### src/verilog/spi_pkg.sv
`default_nettype none

package spi_pkg;

  // command word as written by the processor, MSB first on the wire.
  typedef struct packed {
    logic       wr;
    logic [2:0] addr;
    logic [7:0] data;
  } spi_cmd_t;

  typedef logic [7:0] spi_rd_t;

  localparam int CMD_WIDTH    = 12;
  localparam int READ_WIDTH   = 8;
  localparam int RD_ADDR_BITS = 4; // flag plus address.

  // apb byte offsets.
  localparam logic [3:0] REG_CMD    = 4'h0;
  localparam logic [3:0] REG_STATUS = 4'h4;
  localparam logic [3:0] REG_RXDATA = 4'h8;

  typedef enum logic [2:0] {
    ST_IDLE,
    ST_JUDGE,
    ST_W_DATA,
    ST_R_ADDR,
    ST_R_DATA,
    ST_FINISH,
    ST_GAP
  } spi_state_t;

endpackage

`default_nettype wire

### src/verilog/spi_apb_regs.sv
`timescale 1ns/10ps
`default_nettype none

module spi_apb_regs (
  input  wire               clk,
  input  wire               rst_n,
  input  wire               psel,
  input  wire               penable,
  input  wire               pwrite,
  input  wire [3:0]         paddr,
  input  wire [31:0]        pwdata,
  output logic [31:0]       prdata,
  output logic              pready,
  output logic              pslverr,
  output logic              cmd_push_vld,
  output spi_pkg::spi_cmd_t cmd_push_data,
  input  wire               cmd_push_rdy,
  input  wire               cmd_full,
  input  wire               cmd_not_empty,
  input  wire               rd_pop_vld,
  output logic              rd_pop_rdy,
  input  spi_pkg::spi_rd_t  rd_pop_data,
  input  wire               master_busy
);

  import spi_pkg::*;

  logic wait_q;
  logic hit_cmd;
  logic hit_status;
  logic hit_rxdata;
  logic bad_access;
  logic [31:0] status_word;

  // first access cycle is the wait state, pready comes in the second.
  always_ff @(posedge clk or negedge rst_n)
  begin
    if (!rst_n)
      wait_q <= 1'b0;
    else
      wait_q <= psel && penable && !wait_q;
  end

  assign pready = psel && penable && wait_q;

  assign hit_cmd    = (paddr == REG_CMD);
  assign hit_status = (paddr == REG_STATUS);
  assign hit_rxdata = (paddr == REG_RXDATA);

  // unmapped offsets and writes to the read-only registers.
  assign bad_access = !(hit_cmd || hit_status || hit_rxdata) ||
                      (pwrite && (hit_status || hit_rxdata));

  assign cmd_push_vld  = pready && pwrite && hit_cmd;
  assign cmd_push_data = pwdata[CMD_WIDTH-1:0];
  assign rd_pop_rdy    = pready && !pwrite && hit_rxdata;

  assign status_word = {29'd0, master_busy | cmd_not_empty, rd_pop_vld, cmd_full};

  always_comb
  begin
    prdata = 32'd0;
    if (!pwrite)
    begin
      if (hit_status)
        prdata = status_word;
      else if (hit_rxdata && rd_pop_vld)
        prdata = {24'd0, rd_pop_data};
    end
  end

  always_comb
  begin
    pslverr = 1'b0;
    if (pready)
    begin
      if (bad_access)
        pslverr = 1'b1;
      else if (pwrite && hit_cmd && !cmd_push_rdy)
        pslverr = 1'b1; // command is dropped.
      else if (!pwrite && hit_rxdata && !rd_pop_vld)
        pslverr = 1'b1;
    end
  end

endmodule

`default_nettype wire

### src/verilog/spi_ctrl_top.sv
`timescale 1ns/10ps
`default_nettype none

module spi_ctrl_top #(
  parameter int SCLK_DIV   = 4,
  parameter int FIFO_DEPTH = 4
) (
  input  wire         clk,
  input  wire         rst_n,
  input  wire         psel,
  input  wire         penable,
  input  wire         pwrite,
  input  wire  [3:0]  paddr,
  input  wire  [31:0] pwdata,
  output logic [31:0] prdata,
  output logic        pready,
  output logic        pslverr,
  output logic        sclk,
  output logic        cs,
  output logic        mosi,
  input  wire         miso
);

  import spi_pkg::*;

  spi_cmd_t cmd_push_data;
  spi_cmd_t cmd_in;
  spi_rd_t  read_data;
  spi_rd_t  rd_pop_data;
  logic     cmd_push_vld;
  logic     cmd_push_rdy;
  logic     cmd_full;
  logic     cmd_not_empty;
  logic     cmd_vld;
  logic     cmd_rdy;
  logic     read_vld;
  logic     read_rdy;
  logic     rd_pop_vld;
  logic     rd_pop_rdy;
  logic     master_busy;

  spi_apb_regs u_regs (
    .clk          (clk),
    .rst_n        (rst_n),
    .psel         (psel),
    .penable      (penable),
    .pwrite       (pwrite),
    .paddr        (paddr),
    .pwdata       (pwdata),
    .prdata       (prdata),
    .pready       (pready),
    .pslverr      (pslverr),
    .cmd_push_vld (cmd_push_vld),
    .cmd_push_data(cmd_push_data),
    .cmd_push_rdy (cmd_push_rdy),
    .cmd_full     (cmd_full),
    .cmd_not_empty(cmd_not_empty),
    .rd_pop_vld   (rd_pop_vld),
    .rd_pop_rdy   (rd_pop_rdy),
    .rd_pop_data  (rd_pop_data),
    .master_busy  (master_busy)
  );

  spi_sync_fifo #(.FIFO_DEPTH(FIFO_DEPTH), .payload_t(spi_cmd_t)) u_cmd_fifo (
    .clk(clk), .rst_n(rst_n),
    .push_vld(cmd_push_vld), .push_data(cmd_push_data), .push_rdy(cmd_push_rdy),
    .pop_vld(cmd_vld), .pop_rdy(cmd_rdy), .pop_data(cmd_in),
    .full(cmd_full), .not_empty(cmd_not_empty)
  );

  // read fifo flags are seen by the regs through rd_pop_vld only.
  spi_sync_fifo #(.FIFO_DEPTH(FIFO_DEPTH), .payload_t(spi_rd_t)) u_rd_fifo (
    .clk(clk), .rst_n(rst_n),
    .push_vld(read_vld), .push_data(read_data), .push_rdy(read_rdy),
    .pop_vld(rd_pop_vld), .pop_rdy(rd_pop_rdy), .pop_data(rd_pop_data),
    .full(), .not_empty()
  );

  spi_master #(.SCLK_DIV(SCLK_DIV)) u_master (
    .clk(clk), .rst_n(rst_n),
    .cmd_in(cmd_in), .cmd_vld(cmd_vld), .cmd_rdy(cmd_rdy),
    .sclk(sclk), .cs(cs), .mosi(mosi), .miso(miso),
    .read_vld(read_vld), .read_rdy(read_rdy), .read_data(read_data),
    .busy(master_busy)
  );

endmodule

`default_nettype wire

### src/verilog/spi_master.sv
`timescale 1ns/10ps
`default_nettype none

module spi_master #(
  parameter int SCLK_DIV = 4
) (
  input  wire               clk,
  input  wire               rst_n,
  input  spi_pkg::spi_cmd_t cmd_in,
  input  wire               cmd_vld,
  output logic              cmd_rdy,
  output logic              sclk,
  output logic              cs,
  output logic              mosi,
  input  wire               miso,
  output logic              read_vld,
  input  wire               read_rdy,
  output spi_pkg::spi_rd_t  read_data,
  output logic              busy
);

  import spi_pkg::*;

  localparam int BW = $clog2(CMD_WIDTH);
  localparam int WCW = $clog2(2 * SCLK_DIV + 1);
  localparam logic [WCW-1:0] LEAD_LAST = WCW'(2 * SCLK_DIV - 1);
  localparam logic [WCW-1:0] HOLD_LAST = WCW'(SCLK_DIV - 1);
  localparam logic [WCW-1:0] HOLD_DONE = WCW'(SCLK_DIV);
  localparam logic [WCW-1:0] CNT_MAX   = WCW'(2 * SCLK_DIV);

  spi_state_t     state;
  spi_state_t     state_nxt;
  spi_cmd_t       cmd_buf;
  spi_rd_t        rx_shift;
  logic           wr_flag;
  logic [BW-1:0]  bit_cnt;
  logic [WCW-1:0] wait_cnt;
  logic           sclk_en;
  logic           rise_stb;
  logic           fall_stb;
  logic           tx_phase;
  logic           hold_over;

  assign cmd_rdy   = (state == ST_IDLE);
  assign busy      = (state != ST_IDLE);
  assign tx_phase  = (state == ST_JUDGE) || (state == ST_W_DATA) || (state == ST_R_ADDR);
  assign sclk_en   = (state == ST_W_DATA) || (state == ST_R_ADDR) || (state == ST_R_DATA);
  assign hold_over = (wait_cnt >= HOLD_LAST);

  // cs covers the lead-in, the data bits and the first part of finish.
  assign cs = ~(tx_phase || (state == ST_R_DATA) ||
                ((state == ST_FINISH) && (wait_cnt < HOLD_DONE)));
  assign mosi      = tx_phase & cmd_buf[CMD_WIDTH-1];
  assign read_vld  = (state == ST_FINISH) && !wr_flag && hold_over;
  assign read_data = rx_shift;

  spi_sclk_gen #(
    .SCLK_DIV(SCLK_DIV)
  ) u_sclk_gen (
    .clk     (clk),
    .rst_n   (rst_n),
    .en      (sclk_en),
    .sclk    (sclk),
    .rise_stb(rise_stb),
    .fall_stb(fall_stb)
  );

  always_comb
  begin
    state_nxt = state;
    case (state)
      ST_IDLE:
        if (cmd_vld)
          state_nxt = ST_JUDGE;
      ST_JUDGE:
        if (wait_cnt == LEAD_LAST)
          state_nxt = cmd_buf.wr ? ST_W_DATA : ST_R_ADDR;
      ST_W_DATA:
        if (fall_stb && bit_cnt == BW'(CMD_WIDTH - 1))
          state_nxt = ST_FINISH;
      ST_R_ADDR:
        if (fall_stb && bit_cnt == BW'(RD_ADDR_BITS - 1))
          state_nxt = ST_R_DATA;
      ST_R_DATA:
        if (fall_stb && bit_cnt == BW'(READ_WIDTH - 1))
          state_nxt = ST_FINISH;
      ST_FINISH:
        if (hold_over && (wr_flag || read_rdy))
          state_nxt = ST_GAP; // a stalled read waits here.
      ST_GAP:
        if (wait_cnt == HOLD_LAST)
          state_nxt = ST_IDLE;
      default:
        state_nxt = ST_IDLE;
    endcase
  end

  always_ff @(posedge clk or negedge rst_n)
  begin
    if (!rst_n)
    begin
      state    <= ST_IDLE;
      wr_flag  <= 1'b0;
      bit_cnt  <= '0;
      wait_cnt <= '0;
    end
    else
    begin
      state <= state_nxt;
      if (cmd_vld && cmd_rdy)
        wr_flag <= cmd_in.wr;
      if (state_nxt != state)
        bit_cnt <= '0;
      else if (fall_stb && sclk_en)
        bit_cnt <= bit_cnt + 1'b1;
      // one shared delay counter, restarted on every state change.
      if (state_nxt != state)
        wait_cnt <= '0;
      else if (wait_cnt != CNT_MAX)
        wait_cnt <= wait_cnt + 1'b1;
    end
  end

  always_ff @(posedge clk)
  begin
    if (cmd_vld && cmd_rdy)
      cmd_buf <= cmd_in;
    else if (fall_stb && ((state == ST_W_DATA) || (state == ST_R_ADDR)))
      cmd_buf <= {cmd_buf[CMD_WIDTH-2:0], 1'b0};
    if (rise_stb && (state == ST_R_DATA))
      rx_shift <= {rx_shift[READ_WIDTH-2:0], miso};
  end

endmodule

`default_nettype wire

### src/verilog/spi_sclk_gen.sv
`timescale 1ns/10ps
`default_nettype none

module spi_sclk_gen #(
  parameter int SCLK_DIV = 4
) (
  input  wire  clk,
  input  wire  rst_n,
  input  wire  en,
  output logic sclk,
  output logic rise_stb,
  output logic fall_stb
);

  localparam int CW = $clog2(SCLK_DIV + 1);

  logic [CW-1:0] half_cnt;
  logic          half_done;

  assign half_done = (half_cnt == CW'(SCLK_DIV - 1));

  always_ff @(posedge clk or negedge rst_n)
  begin
    if (!rst_n)
    begin
      half_cnt <= '0;
      sclk     <= 1'b0;
      rise_stb <= 1'b0;
      fall_stb <= 1'b0;
    end
    else if (!en)
    begin
      half_cnt <= '0; // back to idle low, ready for the next frame.
      sclk     <= 1'b0;
      rise_stb <= 1'b0;
      fall_stb <= 1'b0;
    end
    else if (half_done)
    begin
      half_cnt <= '0;
      sclk     <= ~sclk;
      rise_stb <= ~sclk; // strobes are high in the same cycle as the new level.
      fall_stb <= sclk;
    end
    else
    begin
      half_cnt <= half_cnt + 1'b1;
      rise_stb <= 1'b0;
      fall_stb <= 1'b0;
    end
  end

endmodule

`default_nettype wire

### src/verilog/spi_sync_fifo.sv
`timescale 1ns/10ps
`default_nettype none

module spi_sync_fifo #(
  parameter int FIFO_DEPTH = 4,
  parameter type payload_t = logic [7:0]
) (
  input  wire       clk,
  input  wire       rst_n,
  input  wire       push_vld,
  input  payload_t  push_data,
  output logic      push_rdy,
  output logic      pop_vld,
  input  wire       pop_rdy,
  output payload_t  pop_data,
  output logic      full,
  output logic      not_empty
);

  localparam int PW = (FIFO_DEPTH > 1) ? $clog2(FIFO_DEPTH) : 1;
  localparam int CW = $clog2(FIFO_DEPTH + 1);

  payload_t      mem [FIFO_DEPTH];
  logic [PW-1:0] wr_ptr;
  logic [PW-1:0] rd_ptr;
  logic [CW-1:0] count;
  logic          do_push;
  logic          do_pop;

  assign full      = (count == CW'(FIFO_DEPTH));
  assign not_empty = (count != '0);
  assign push_rdy  = ~full;
  assign pop_vld   = not_empty;
  assign pop_data  = mem[rd_ptr];
  assign do_push   = push_vld & push_rdy;
  assign do_pop    = pop_vld & pop_rdy;

  always_ff @(posedge clk)
  begin
    if (do_push)
      mem[wr_ptr] <= push_data;
  end

  always_ff @(posedge clk or negedge rst_n)
  begin
    if (!rst_n)
    begin
      wr_ptr <= '0;
      rd_ptr <= '0;
      count  <= '0;
    end
    else
    begin
      // explicit wrap so a depth that is not a power of two still works.
      if (do_push)
        wr_ptr <= (wr_ptr == PW'(FIFO_DEPTH - 1)) ? '0 : wr_ptr + 1'b1;
      if (do_pop)
        rd_ptr <= (rd_ptr == PW'(FIFO_DEPTH - 1)) ? '0 : rd_ptr + 1'b1;
      if (do_push && !do_pop)
        count <= count + 1'b1;
      else if (do_pop && !do_push)
        count <= count - 1'b1;
    end
  end

endmodule

`default_nettype wire
### config.mk
export PLATFORM = sky130hd
export DESIGN_NAME = spi_ctrl_top
export DESIGN_NICKNAME = d
export VERILOG_FILES = /design/src/verilog/spi_pkg.sv /design/src/verilog/spi_apb_regs.sv /design/src/verilog/spi_ctrl_top.sv /design/src/verilog/spi_master.sv /design/src/verilog/spi_sclk_gen.sv /design/src/verilog/spi_sync_fifo.sv
export SDC_FILE = /design/constraint.sdc
export NUM_CORES = 1
export LEC_CHECK = 0
export ABC_AREA = 0
export BUFFER_PORTS_ARGS = -buffer_cell sky130_fd_sc_hd__buf_2
export CAP_MARGIN = 20
export CORE_ASPECT_RATIO = 1.4
export CORE_MARGIN = 2
export CORE_UTILIZATION = 35
export DETAILED_ROUTE_END_ITERATION = 6
export PLACE_DENSITY_LB_ADDON = 0.25
export SYNTH_ARGS = -nofsm -noshare
export SYNTH_HDL_FRONTEND = slang
export SYNTH_HIERARCHICAL = 1
export SYNTH_SLANG_ARGS = --single-unit
### constraint.sdc
create_clock -name clk -period 3.35 [get_ports clk]
set_input_delay 0.1675 -clock clk [delete_from_list [all_inputs] [get_ports clk]]
set_output_delay 0.1675 -clock clk [all_outputs]
set_load 0.02 [all_outputs]
==> reports/results.tsv, run 1 <==
metric	value	unit
status	finished clean	
crit_path_end_kind	flip-flop	
synth_edf_count	100	
path_class	reg -> reg	
syn_inst	411	
n_antenna_cell	0	
finalCriticalPeriod	2.757	ns
p_per_area	526.6	nW/um^2
yosysWarningCount	6	
power.switching	0.8856	mW
setup_viol	0	
fp.coreArea	17850	sq um
h-tree-depth	4	
slew_viol_final	0	
drt-initial-drc-count	135	
gp_congestion	0.7687	
syn_avg_cell_area	15.41	sq um
grt_overflow	0	
cts_hold_buf	16	
slowest_stage	dfrtp_1	
nNetsFinal	512	
fillers	1694	
most-common-layout-cells	edfxtp_1 (100), buf_2 (34), dfrtp_1 (33)	
final_common_cell	edfxtp_1	
grt.total_usage	11.48	%
grt_pass1_wl	16.95	mm
syn_area	6334	sq um
placedCellCount	656	
synthArstFlopShare	24.81	%
hpwl	6.955	mm
cp-start-kind	flip-flop	
tns	0	ns
stdcell_count	705	
p_int	2.915	mW
dp_slack	0.5565	ns
synth_seq_cells	133	
fin_util	40.43	%
cts_buffers	17	
clockPowerShare	48.0	%
rsz0062_at_grt	no	
switching_share	23.30	%
worstPathRequired	3.69	ns
cp_cell_sequence	or2b_2, nor4_1, nor2b_2, ha_1, inv_1, fa_1, xor2_1, nor2_1, xor2_1	
dr.pass1.iters	4	
relSlewSlack	40.24	%
cts_resized	0	
drv_cap	0	
power_frac_seq	47.6	%
die_w	117.7	microns
slowest_delay	0.62	ns
clk-insertion-delay-late	0.41	ns
design.die.area	19200	sq um
max-vdd-ir-drop	471.5	uV
path_clk_slew	0.06	ns
clock_path_buffers	2	
fin_crit_sh	82.29	%
io_pins	79	
vias	3227	
totalWireLength	10.50	mm
drc_errors	0	
cp_data_arrival_time	3.09	ns
num_rows	58	
tightest_slew	0.8926	ns
max_clock_freq	362.7	MHz
hold_path.class	in -> reg	
grt_pass1_vias	3268	
p_comb_share	4.4	%
synth_cell_types	68	
grt_antenna_before_repair	0	
start_util	35.48	%
fin_worst_skew	0.007461	ns
viasPerCell	4.577	
crit_top_cell	xor2_1	
finalHoldViolCount	0	
cts_root_buf	clkbuf_16	
cts_sinks	133	
ant_nets	0	
area_growth	13.95	%
synth_seq_area_share	60.45	%
die_h	163.2	microns
cts_tree	done	
grt_start_max_net_pins	34	
port_buffers	34	
critPathMaxFanout	11	
post_cts_buffers	0	
layout-drive-gt1-share	29.03	%
yosys_most_used_dff	edfxtp_1	
power_leakage	2.768	nW
wl_per_cell	14.90	microns
setup_ws	0.5931	ns
## stage by stage
stage | hold WS [ns] | cell area [sq um] | total power [mW]
final | 0.3036 | 7217 | 3.801
after global routing | 0.3296 | 7217 | 3.940
after CTS | 0.2818 | 7209 | 3.854
after floorplan | -0.1281 | 6420 | 1.988
after detailed placement | 0.3031 | 6460 | 1.996
after global placement | 0.2919 | 6460 | 1.991
## flip-flops by register name (all words and copies together) (netlist names), 2 cells and up
signal	count
u_rd_fifo/rd_ptr	2
u_master/bit_cnt	4
u_cmd_fifo/wr_ptr	2
u_master/u_sclk_gen/half_cnt	3
u_master/cmd_buf	12
u_cmd_fifo/count	3
u_cmd_fifo/mem	48
u_master/wait_cnt	4
u_rd_fifo/wr_ptr	2
u_master/state	3
u_rd_fifo/count	3
u_cmd_fifo/rd_ptr	2
u_rd_fifo/mem	32
u_master/read_data	8
## cell usage after synthesis (3+ instances only)
| cell type | count | area share [%] |
|---|---|---|
| dfrtp_1 | 33 | 13 |
| xnor2_1 | 3 | 0.41 |
| nand3_1 | 5 | 0.40 |
| nor2_1 | 17 | 1.0 |
| a21oi_1 | 7 | 0.55 |
| mux4_2 | 16 | 5.7 |
| buf_6 | 8 | 1.4 |
| or3_4 | 3 | 0.53 |
| mux2_2 | 12 | 2.1 |
| mux2_4 | 6 | 1.4 |
| o211ai_1 | 4 | 0.47 |
| edfxtp_1 | 100 | 47 |
| inv_1 | 17 | 1.0 |
| nand2_1 | 13 | 0.77 |
| mux4_1 | 4 | 1.7 |
| xor2_1 | 10 | 1.4 |
| and2_1 | 11 | 1.1 |
| nor3_1 | 3 | 0.24 |
| nor3b_1 | 3 | 0.36 |
| o21ai_0 | 8 | 0.63 |
| nor3_2 | 8 | 1.3 |
| nor4_1 | 3 | 0.30 |
| nor2b_2 | 3 | 0.41 |
| ha_1 | 16 | 3.2 |
| nand3b_1 | 3 | 0.36 |
| buf_4 | 40 | 4.7 |
| and2_2 | 4 | 0.47 |
## layout make-up
cell class | count | area, sq um | area share (%)
clock buffers | 17 | 425.4 | 5.895
repair buffers | 52 | 345.3 | 4.785
flip-flops and latches | 133 | 3829 | 53.05
clock inverters | 15 | 163.9 | 2.271
multi-input cells | 229 | 2082 | 28.85
inverters | 19 | 71.32 | 0.9882
well taps | 240 | 300.3 | 4.161
## worst max-delay path, delay by kind of cell (launching register included)
family | cells | cell delay [ns]
fa+ha+maj | 2 | 0.62
flops | 1 | 0.62
xor+xnor | 2 | 0.30
simple gates | 4 | 1.10
buf+inv | 1 | 0.06
## power groups by stage
stage                     logic (mW)  registers [mW]  clock network, mW
after global routing           0.186            1.81               1.94
after floorplan                0.157            1.83                  0
after global placement         0.149            1.84                  0
after detailed placement       0.153            1.84                  0
final                          0.166            1.81               1.83
after CTS                      0.168            1.81               1.88
## path summary, 6_finish.rpt
kind	end	depth (start not counted)	slack (ns)	startpoint
max	u_rd_fifo/count[2]	9	0.59	u_master/state[0]
min	u_rd_fifo/rd_ptr[1]	4	0.30	paddr[2]
max reg2reg	u_rd_fifo/count[2]	9	0.59	u_master/state[0]
min reg2reg	u_regs/wait_q	1	0.42	u_regs/wait_q
max in group asynchronous	u_master/u_sclk_gen/half_cnt[0]	2	2.46	rst_n
min in group asynchronous	u_master/wait_cnt[0]	2	0.38	rst_n
## cell families after synthesis
kind of cell             Yosys count  synth area share [%]
buffers and inverters             72                 8.040
AND/OR/NAND/NOR                  102                 11.22
AO/OA/AOI/OAI                     31                 3.220
adder cells (fa/ha/maj)           18                 3.793
flip-flops                       133                 60.45
other                              1               0.05921
multiplexers                      41                 11.42
XOR/XNOR                          13                 1.798
## layer usage
metal | GRT usage, % | wire (microns) | up-vias
met3 | 2.584 | 287 | 10
met4 | 4.984 | 155 | 0
met2 | 21.64 | 5922 | 41
met5 | 0 | 0 | -
met1 | 12.24 | 4136 | 1639
li1 | - | - | 1537
Note: power is estimated with default switching activity, not from simulation.
==> run 2, diff against run 1 <==
ABC_AREA = 1   (was 0)
clock period = 2.7 ns   (was 3.35 ns; I/O delays follow)
==> run 2 against run 1 <==
Against the previous run:
- power increased by 66%
- clock skew barely moved
- synthesized cell count rose by 59%
- core utilization increased by 0.39 points
- critical path type unchanged
- largest power group is now sequential cells
- highest routed layer unchanged
==> reports/results.tsv, run 2 <==
metric	value	unit	change
tns	0	ns	unchanged
n_antenna_cell	0		unchanged
grt_pass1_wl	19.48	mm	+15%
critPathMaxFanout	7		-4
regMostFlops	u_cmd_fifo/mem		
hpwl	8.064	mm	+16%
cts_sinks	133		unchanged
grt_start_max_net_pins	52		+53%
final_cell_area	7564	sq um	+4.8%
start_util	35.49	%	about the same
cts_tree	done		
clock_path_buffers	2		unchanged
gp_congestion	0.7673		-0.18%
cts_resized	0		unchanged
syn_area	6576	sq um	+3.8%
status	finished clean		
cts_hold_buf	16		unchanged
crit_path_end_kind	flip-flop		
dr.pass1.iters	5		+1
design.die.area	19920	sq um	+3.7%
ff2ff_setup_slack	0.38	ns	-0.22 ns
viasPerCell	4.435		-3.1%
worstPathRequired	3.01	ns	-0.68 ns
dpl_cell_area	6787	sq um	+5.1%
vias	4258		+32%
port_buffers	34		unchanged
totalWireLength	11.64	mm	+11%
wl_met2	6.137	mm	+3.6%
grt_antenna_before_repair	0		unchanged
die_w	119.9	microns	+1.8%
nNetsFinal	763		+49%
critPathLaunch	u_master/state[1]		
path_clk_slew	0.06	ns	about the same
grt_overflow	0		unchanged
finalHoldViolCount	0		unchanged
most-common-layout-cells	nand2_1 (172), edfxtp_1 (100), inv_1 (92)		
syn_inst	653		+59%
wl_met3	397	microns	+38%
max-vdd-ir-drop	804.0	uV	+71%
highest_layer	met4		
finalCriticalPeriod	2.323	ns	-0.4337 ns
fin_crit_sh	86.04	%	+3.8 points
path_class	reg -> reg		
rsz0062_at_grt	no		
cts_buffers	17		unchanged
setup_viol	0		unchanged
ant_nets	0		unchanged
area_growth	15.01	%	
tightest_slew	0.7871	ns	-0.1055 ns
holdPathStages	4		unchanged
slew_viol_final	0		unchanged
grt_pass1_vias	4285		+31%
num_rows	59		+1.7%
hold_slack	0.1743	ns	-0.1293 ns
hold_path.class	in -> reg		
fin_worst_skew	0.007289	ns	-0.0001715 ns
top_regs	u_cmd_fifo/mem: 48 flops, u_rd_fifo/mem: 32 flops, u_master/cmd_buf: 12 flops		
hp-start	pwrite		
wl_met1	4.836	mm	+17%
drt-initial-drc-count	220		+63%
drc_errors	0		unchanged
worstReg2RegEnd	u_rd_fifo/count[2]		
h-tree-depth	4		unchanged
p_per_area	835.5	nW/um^2	+59%
io_pins	79		unchanged
relSlewSlack	47.53	%	+7.3 points
fp.coreArea	18530	sq um	+3.8%
syn_avg_cell_area	10.07	sq um	-35%
final_common_cell	nand2_1		
fillers	1777		+4.9%
timing.rr.start	u_master/state[1]		
yosysWarningCount	6		unchanged
cp-start-kind	flip-flop		
hold_path_end	u_rd_fifo/rd_ptr[0]		
grt.total_usage	12.45	%	+0.97 points
wl_per_cell	12.12	microns	-19%
power_leakage	3.331	nW	+20%
reg2regPathDepth	14		+5
cp_data_arrival_time	2.64	ns	-0.45 ns
cts_root_buf	clkbuf_16		
max_clock_freq	430.4	MHz	+19%
die_h	166.2	microns	+1.9%
layout-drive-gt1-share	16.48	%	-13 points
drv_cap	0		unchanged
largest_reg_flops	48		unchanged
post_cts_buffers	0		unchanged
clk-insertion-delay-late	0.42	ns	about the same
==> run 2: cell types whose count changed in the layout (fill, tap and decap cells not counted), moves of 12 or more <==
cell / before / now
o211ai_1: 4 / 39
nand3_1: 5 / 24
nor2_1: 17 / 50
mux2_2: 12 / 0
nand2_1: 13 / 172
inv_1: 17 / 92
mux4_2: 16 / 0
==> run 2: per-stage QoR <==
step	utilization (%)	std cells	setup slack [ns]	power (mW)
finish	40.82	960	0.3768	6.319
global route	40.82	960	0.1963	6.718
CTS	40.82	960	0.3924	6.416
detailed placement	36.63	912	0.4002	4.000
global placement	36.63	912	0.4887	3.956
floorplan	-	676	0.6591	3.797
==> run 2: report_power, final <==
part	total, mW	internal (mW)	leakage [nW]	switching [mW]
Sequential	2.56	2.44	1.34	0.120
Combinational	1.38	0.452	1.69	0.932
Clock	2.37	1.47	0.299	0.900
==> run 2: how the worst max path moves through the flow <==
| stage | endpoint | slack, ns | depth (start not counted) |
|---|---|---|---|
| 2_1_floorplan | u_rd_fifo/count[2] | 0.66 | 14 |
| 3_3_place_gp | u_rd_fifo/count[2] | 0.49 | 14 |
| 3_5_place_dp | u_rd_fifo/count[2] | 0.40 | 14 |
| 4_1_cts | u_rd_fifo/count[2] | 0.39 | 14 |
| 5_1_grt | u_rd_fifo/count[2] | 0.20 | 14 |
| 6_report | u_rd_fifo/count[2] | 0.38 | 14 |
==> run 2: layout make-up <==
type / count / area, sq um / share of cell area (%)
Sequential cell: 133 / 3829 / 50.62
Multi-Input combinational cell: 387 / 2006 / 26.52
Timing Repair Buffer: 63 / 427.9 / 5.658
Clock buffer: 17 / 425.4 / 5.624
Inverter: 101 / 379.1 / 5.012
Tap cell: 244 / 305.3 / 4.036
Clock inverter: 15 / 191.4 / 2.531
==> run 2: worst max-delay path, cell delays in order (launching register included) <==
cell     delay [ns]
dfrtp_1        0.44
inv_1          0.13
nand2_2        0.08
nor2_2         0.15
nand2_1        0.07
nor2_1         0.20
nand2_2        0.15
inv_1          0.09
ha_1           0.16
inv_1          0.07
fa_1           0.38
nand2_1        0.10
nand3_1        0.08
nand2_1        0.06
nand2_1        0.05
==> run 2: per-layer routing <==
layer / vias up / global-route usage [%]
met1: 2002 / 13.48
li1: 2160 / -
met5: - / 0
met3: 23 / 3.297
met2: 73 / 22.34
met4: 0 / 5.934
==> run 3, diff against run 2 <==
ABC_AREA = not set   (was 1)
CTS_CLUSTER_SIZE = 25   (was not set)
==> run 3 against run 2 <==
Against the previous run:
- die area shrank 3.6%
- via count shrank 24%
- clock skew is essentially flat
- worst setup slack lost 0.0082 ns
- critical path depth shrank 5
- global-route usage shrank 0.69 points
- hold slack gained 0.086 ns
- final area shrank 3.4%
- wire length shrank 9.0%
- core utilization grew 0.12 points
- count of clock-buffer cells in the layout is the same
- highest routed layer unchanged
==> reports/results.tsv, run 3 (synthesized netlist as in run 1, its figures left out) <==
metric	value	unit	change
cp-start-kind	flip-flop		
hpwl	7.197	mm	-11%
finalCriticalPeriod	2.331	ns	+0.008245 ns
grt_pass1_vias	3426		-20%
wl_per_cell	14.81	microns	+22%
tightest_slew	0.9165	ns	+0.1294 ns
path_class	reg -> reg		
grt_overflow	0		unchanged
critPathLaunch	u_master/state[1]		
grt_antenna_before_repair	0		unchanged
hold_slack	0.2608	ns	+0.08645 ns
ff2ff_setup_slack	0.37	ns	about the same
drv_cap	0		unchanged
ant_nets	0		unchanged
area_growth	15.41	%	
most-common-layout-cells	edfxtp_1 (100), buf_2 (34), dfrtp_1 (33)		
cp_data_arrival_time	2.65	ns	about the same
grt_pass1_wl	17.35	mm	-11%
fin_crit_sh	86.35	%	+0.31 points
relSlewSlack	38.64	%	-8.9 points
gp_congestion	0.7824		+2.0%
worstPathRequired	3.02	ns	about the same
clk-insertion-delay-late	0.41	ns	about the same
status	finished clean		
top_regs	u_cmd_fifo/mem: 48 flops, u_rd_fifo/mem: 32 flops, u_master/cmd_buf: 12 flops		
vias	3252		-24%
fp.coreArea	17850	sq um	-3.7%
setup_viol	0		unchanged
nNetsFinal	522		-32%
grt_start_max_net_pins	34		-35%
num_rows	58		-1.7%
cts_tree	done		
io_pins	79		unchanged
worstReg2RegEnd	u_rd_fifo/count[2]		
final_common_cell	edfxtp_1		
total_power	4.812	mW	-24%
max-vdd-ir-drop	471.3	uV	-41%
fin_worst_skew	0.007608	ns	+0.0003187 ns
hold_path.class	in -> reg		
reg2regPathDepth	9		-5
dr.pass1.iters	4		-1
critPathMaxFanout	5		-2
fillers	1641		-7.7%
rsz0062_at_grt	no		
h-tree-depth	4		unchanged
dp_slack	0.3105	ns	-0.08964 ns
regMostFlops	u_cmd_fifo/mem		
cts_buffers	17		unchanged
largest_reg_flops	48		unchanged
post_cts_buffers	0		unchanged
cts_sinks	133		unchanged
die_h	163.2	microns	-1.8%
timing.rr.start	u_master/state[1]		
clock_path_buffers	2		unchanged
finalHoldViolCount	0		unchanged
n_antenna_cell	0		unchanged
path_clk_slew	0.07	ns	about the same
grt.total_usage	11.76	%	-0.69 points
setup_ws	0.3685	ns	-0.008245 ns
max_clock_freq	428.9	MHz	-0.35%
cts_root_buf	clkbuf_16		
tns	0	ns	unchanged
viasPerCell	4.548		+2.5%
totalWireLength	10.59	mm	-9.0%
design.die.area	19200	sq um	-3.6%
power_leakage	2.839	nW	-15%
layout-drive-gt1-share	30.53	%	+14 points
drc_errors	0		unchanged
port_buffers	34		unchanged
start_util	35.48	%	about the same
crit_path_end_kind	flip-flop		
die_w	117.7	microns	-1.8%
endpoint	u_rd_fifo/count[2]		
p_per_area	658.3	nW/um^2	-21%
drt-initial-drc-count	152		-31%
slew_viol_final	0		unchanged
run 3: changes by cell type in the layout (fill, tap and decap cells not counted), sizes merged, moves of 15 or more:
cell and delta:
o211ai -36, nand2 -168, mux2 +20, inv -78
and2 +15, nand3 -24, mux4 +20, nor2 -42
run 3: per-stage QoR:
step / utilization (%) / area (sq um) / instances
detailed placement: 36.61 / 6535 / 666
global route: 40.94 / 7310 / 715
floorplan: - / 6420 / 434
CTS: 40.90 / 7302 / 714
finish: 40.94 / 7310 / 715
global placement: 36.61 / 6535 / 666
run 3: per-layer routing:
metal | wire, microns | global-route usage [%] | up-vias | part of all wire (%)
li1 | - | - | 1563 | -
met1 | 4212 | 12.36 | 1639 | 40
met2 | 6026 | 22.30 | 44 | 57
met3 | 219 | 2.968 | 6 | 2.1
met4 | 128 | 4.765 | 0 | 1.2
met5 | 0 | 0 | - | 0
run 3: worst min path at each step:
stage | from | endpoint | slack, ns | cells past startpoint
after detailed placement | rst_n | u_master/wait_cnt[2] | 0.27 | 1
after global routing | paddr[2] | u_rd_fifo/rd_ptr[1] | 0.25 | 4
final | paddr[2] | u_rd_fifo/rd_ptr[1] | 0.26 | 4
after global placement | rst_n | u_master/wait_cnt[2] | 0.27 | 1
after CTS | paddr[2] | u_rd_fifo/rd_ptr[1] | 0.23 | 4
after floorplan | rst_n | u_cmd_fifo/count[0] | -0.16 | 0
run 3: layout make-up:
cell class	instances	area, sq um	share of cell area (%)
clock inverters	15	181.4	2.482
multi-input cells	229	2082	28.48
repair buffers	62	420.4	5.751
flip-flops and latches	133	3829	52.38
well taps	240	300.3	4.108
inverters	19	71.32	0.9757
clock buffers	17	425.4	5.820
run 3: critical path, stage by stage, from the launching register on:
cell     delay [ns]
dfrtp_1        0.37
or2b_2         0.33
nor4_1         0.26
nor2b_2        0.21
ha_1           0.21
inv_1          0.06
fa_1           0.37
xor2_1         0.15
nor2_1         0.11
xor2_1         0.17
run 3: power breakdown:
part | internal, mW | switching, mW | total, mW
Clock | 1.41 | 0.948 | 2.36
Sequential | 2.21 | 0.0259 | 2.24
Combinational | 0.0929 | 0.123 | 0.216
run 3: repair_timing:
action	in CTS	in global routing
hold buffers	16	0
endpoints found under the setup margin	0	0
hold endpoints to repair	83	0
resized for setup	0	0
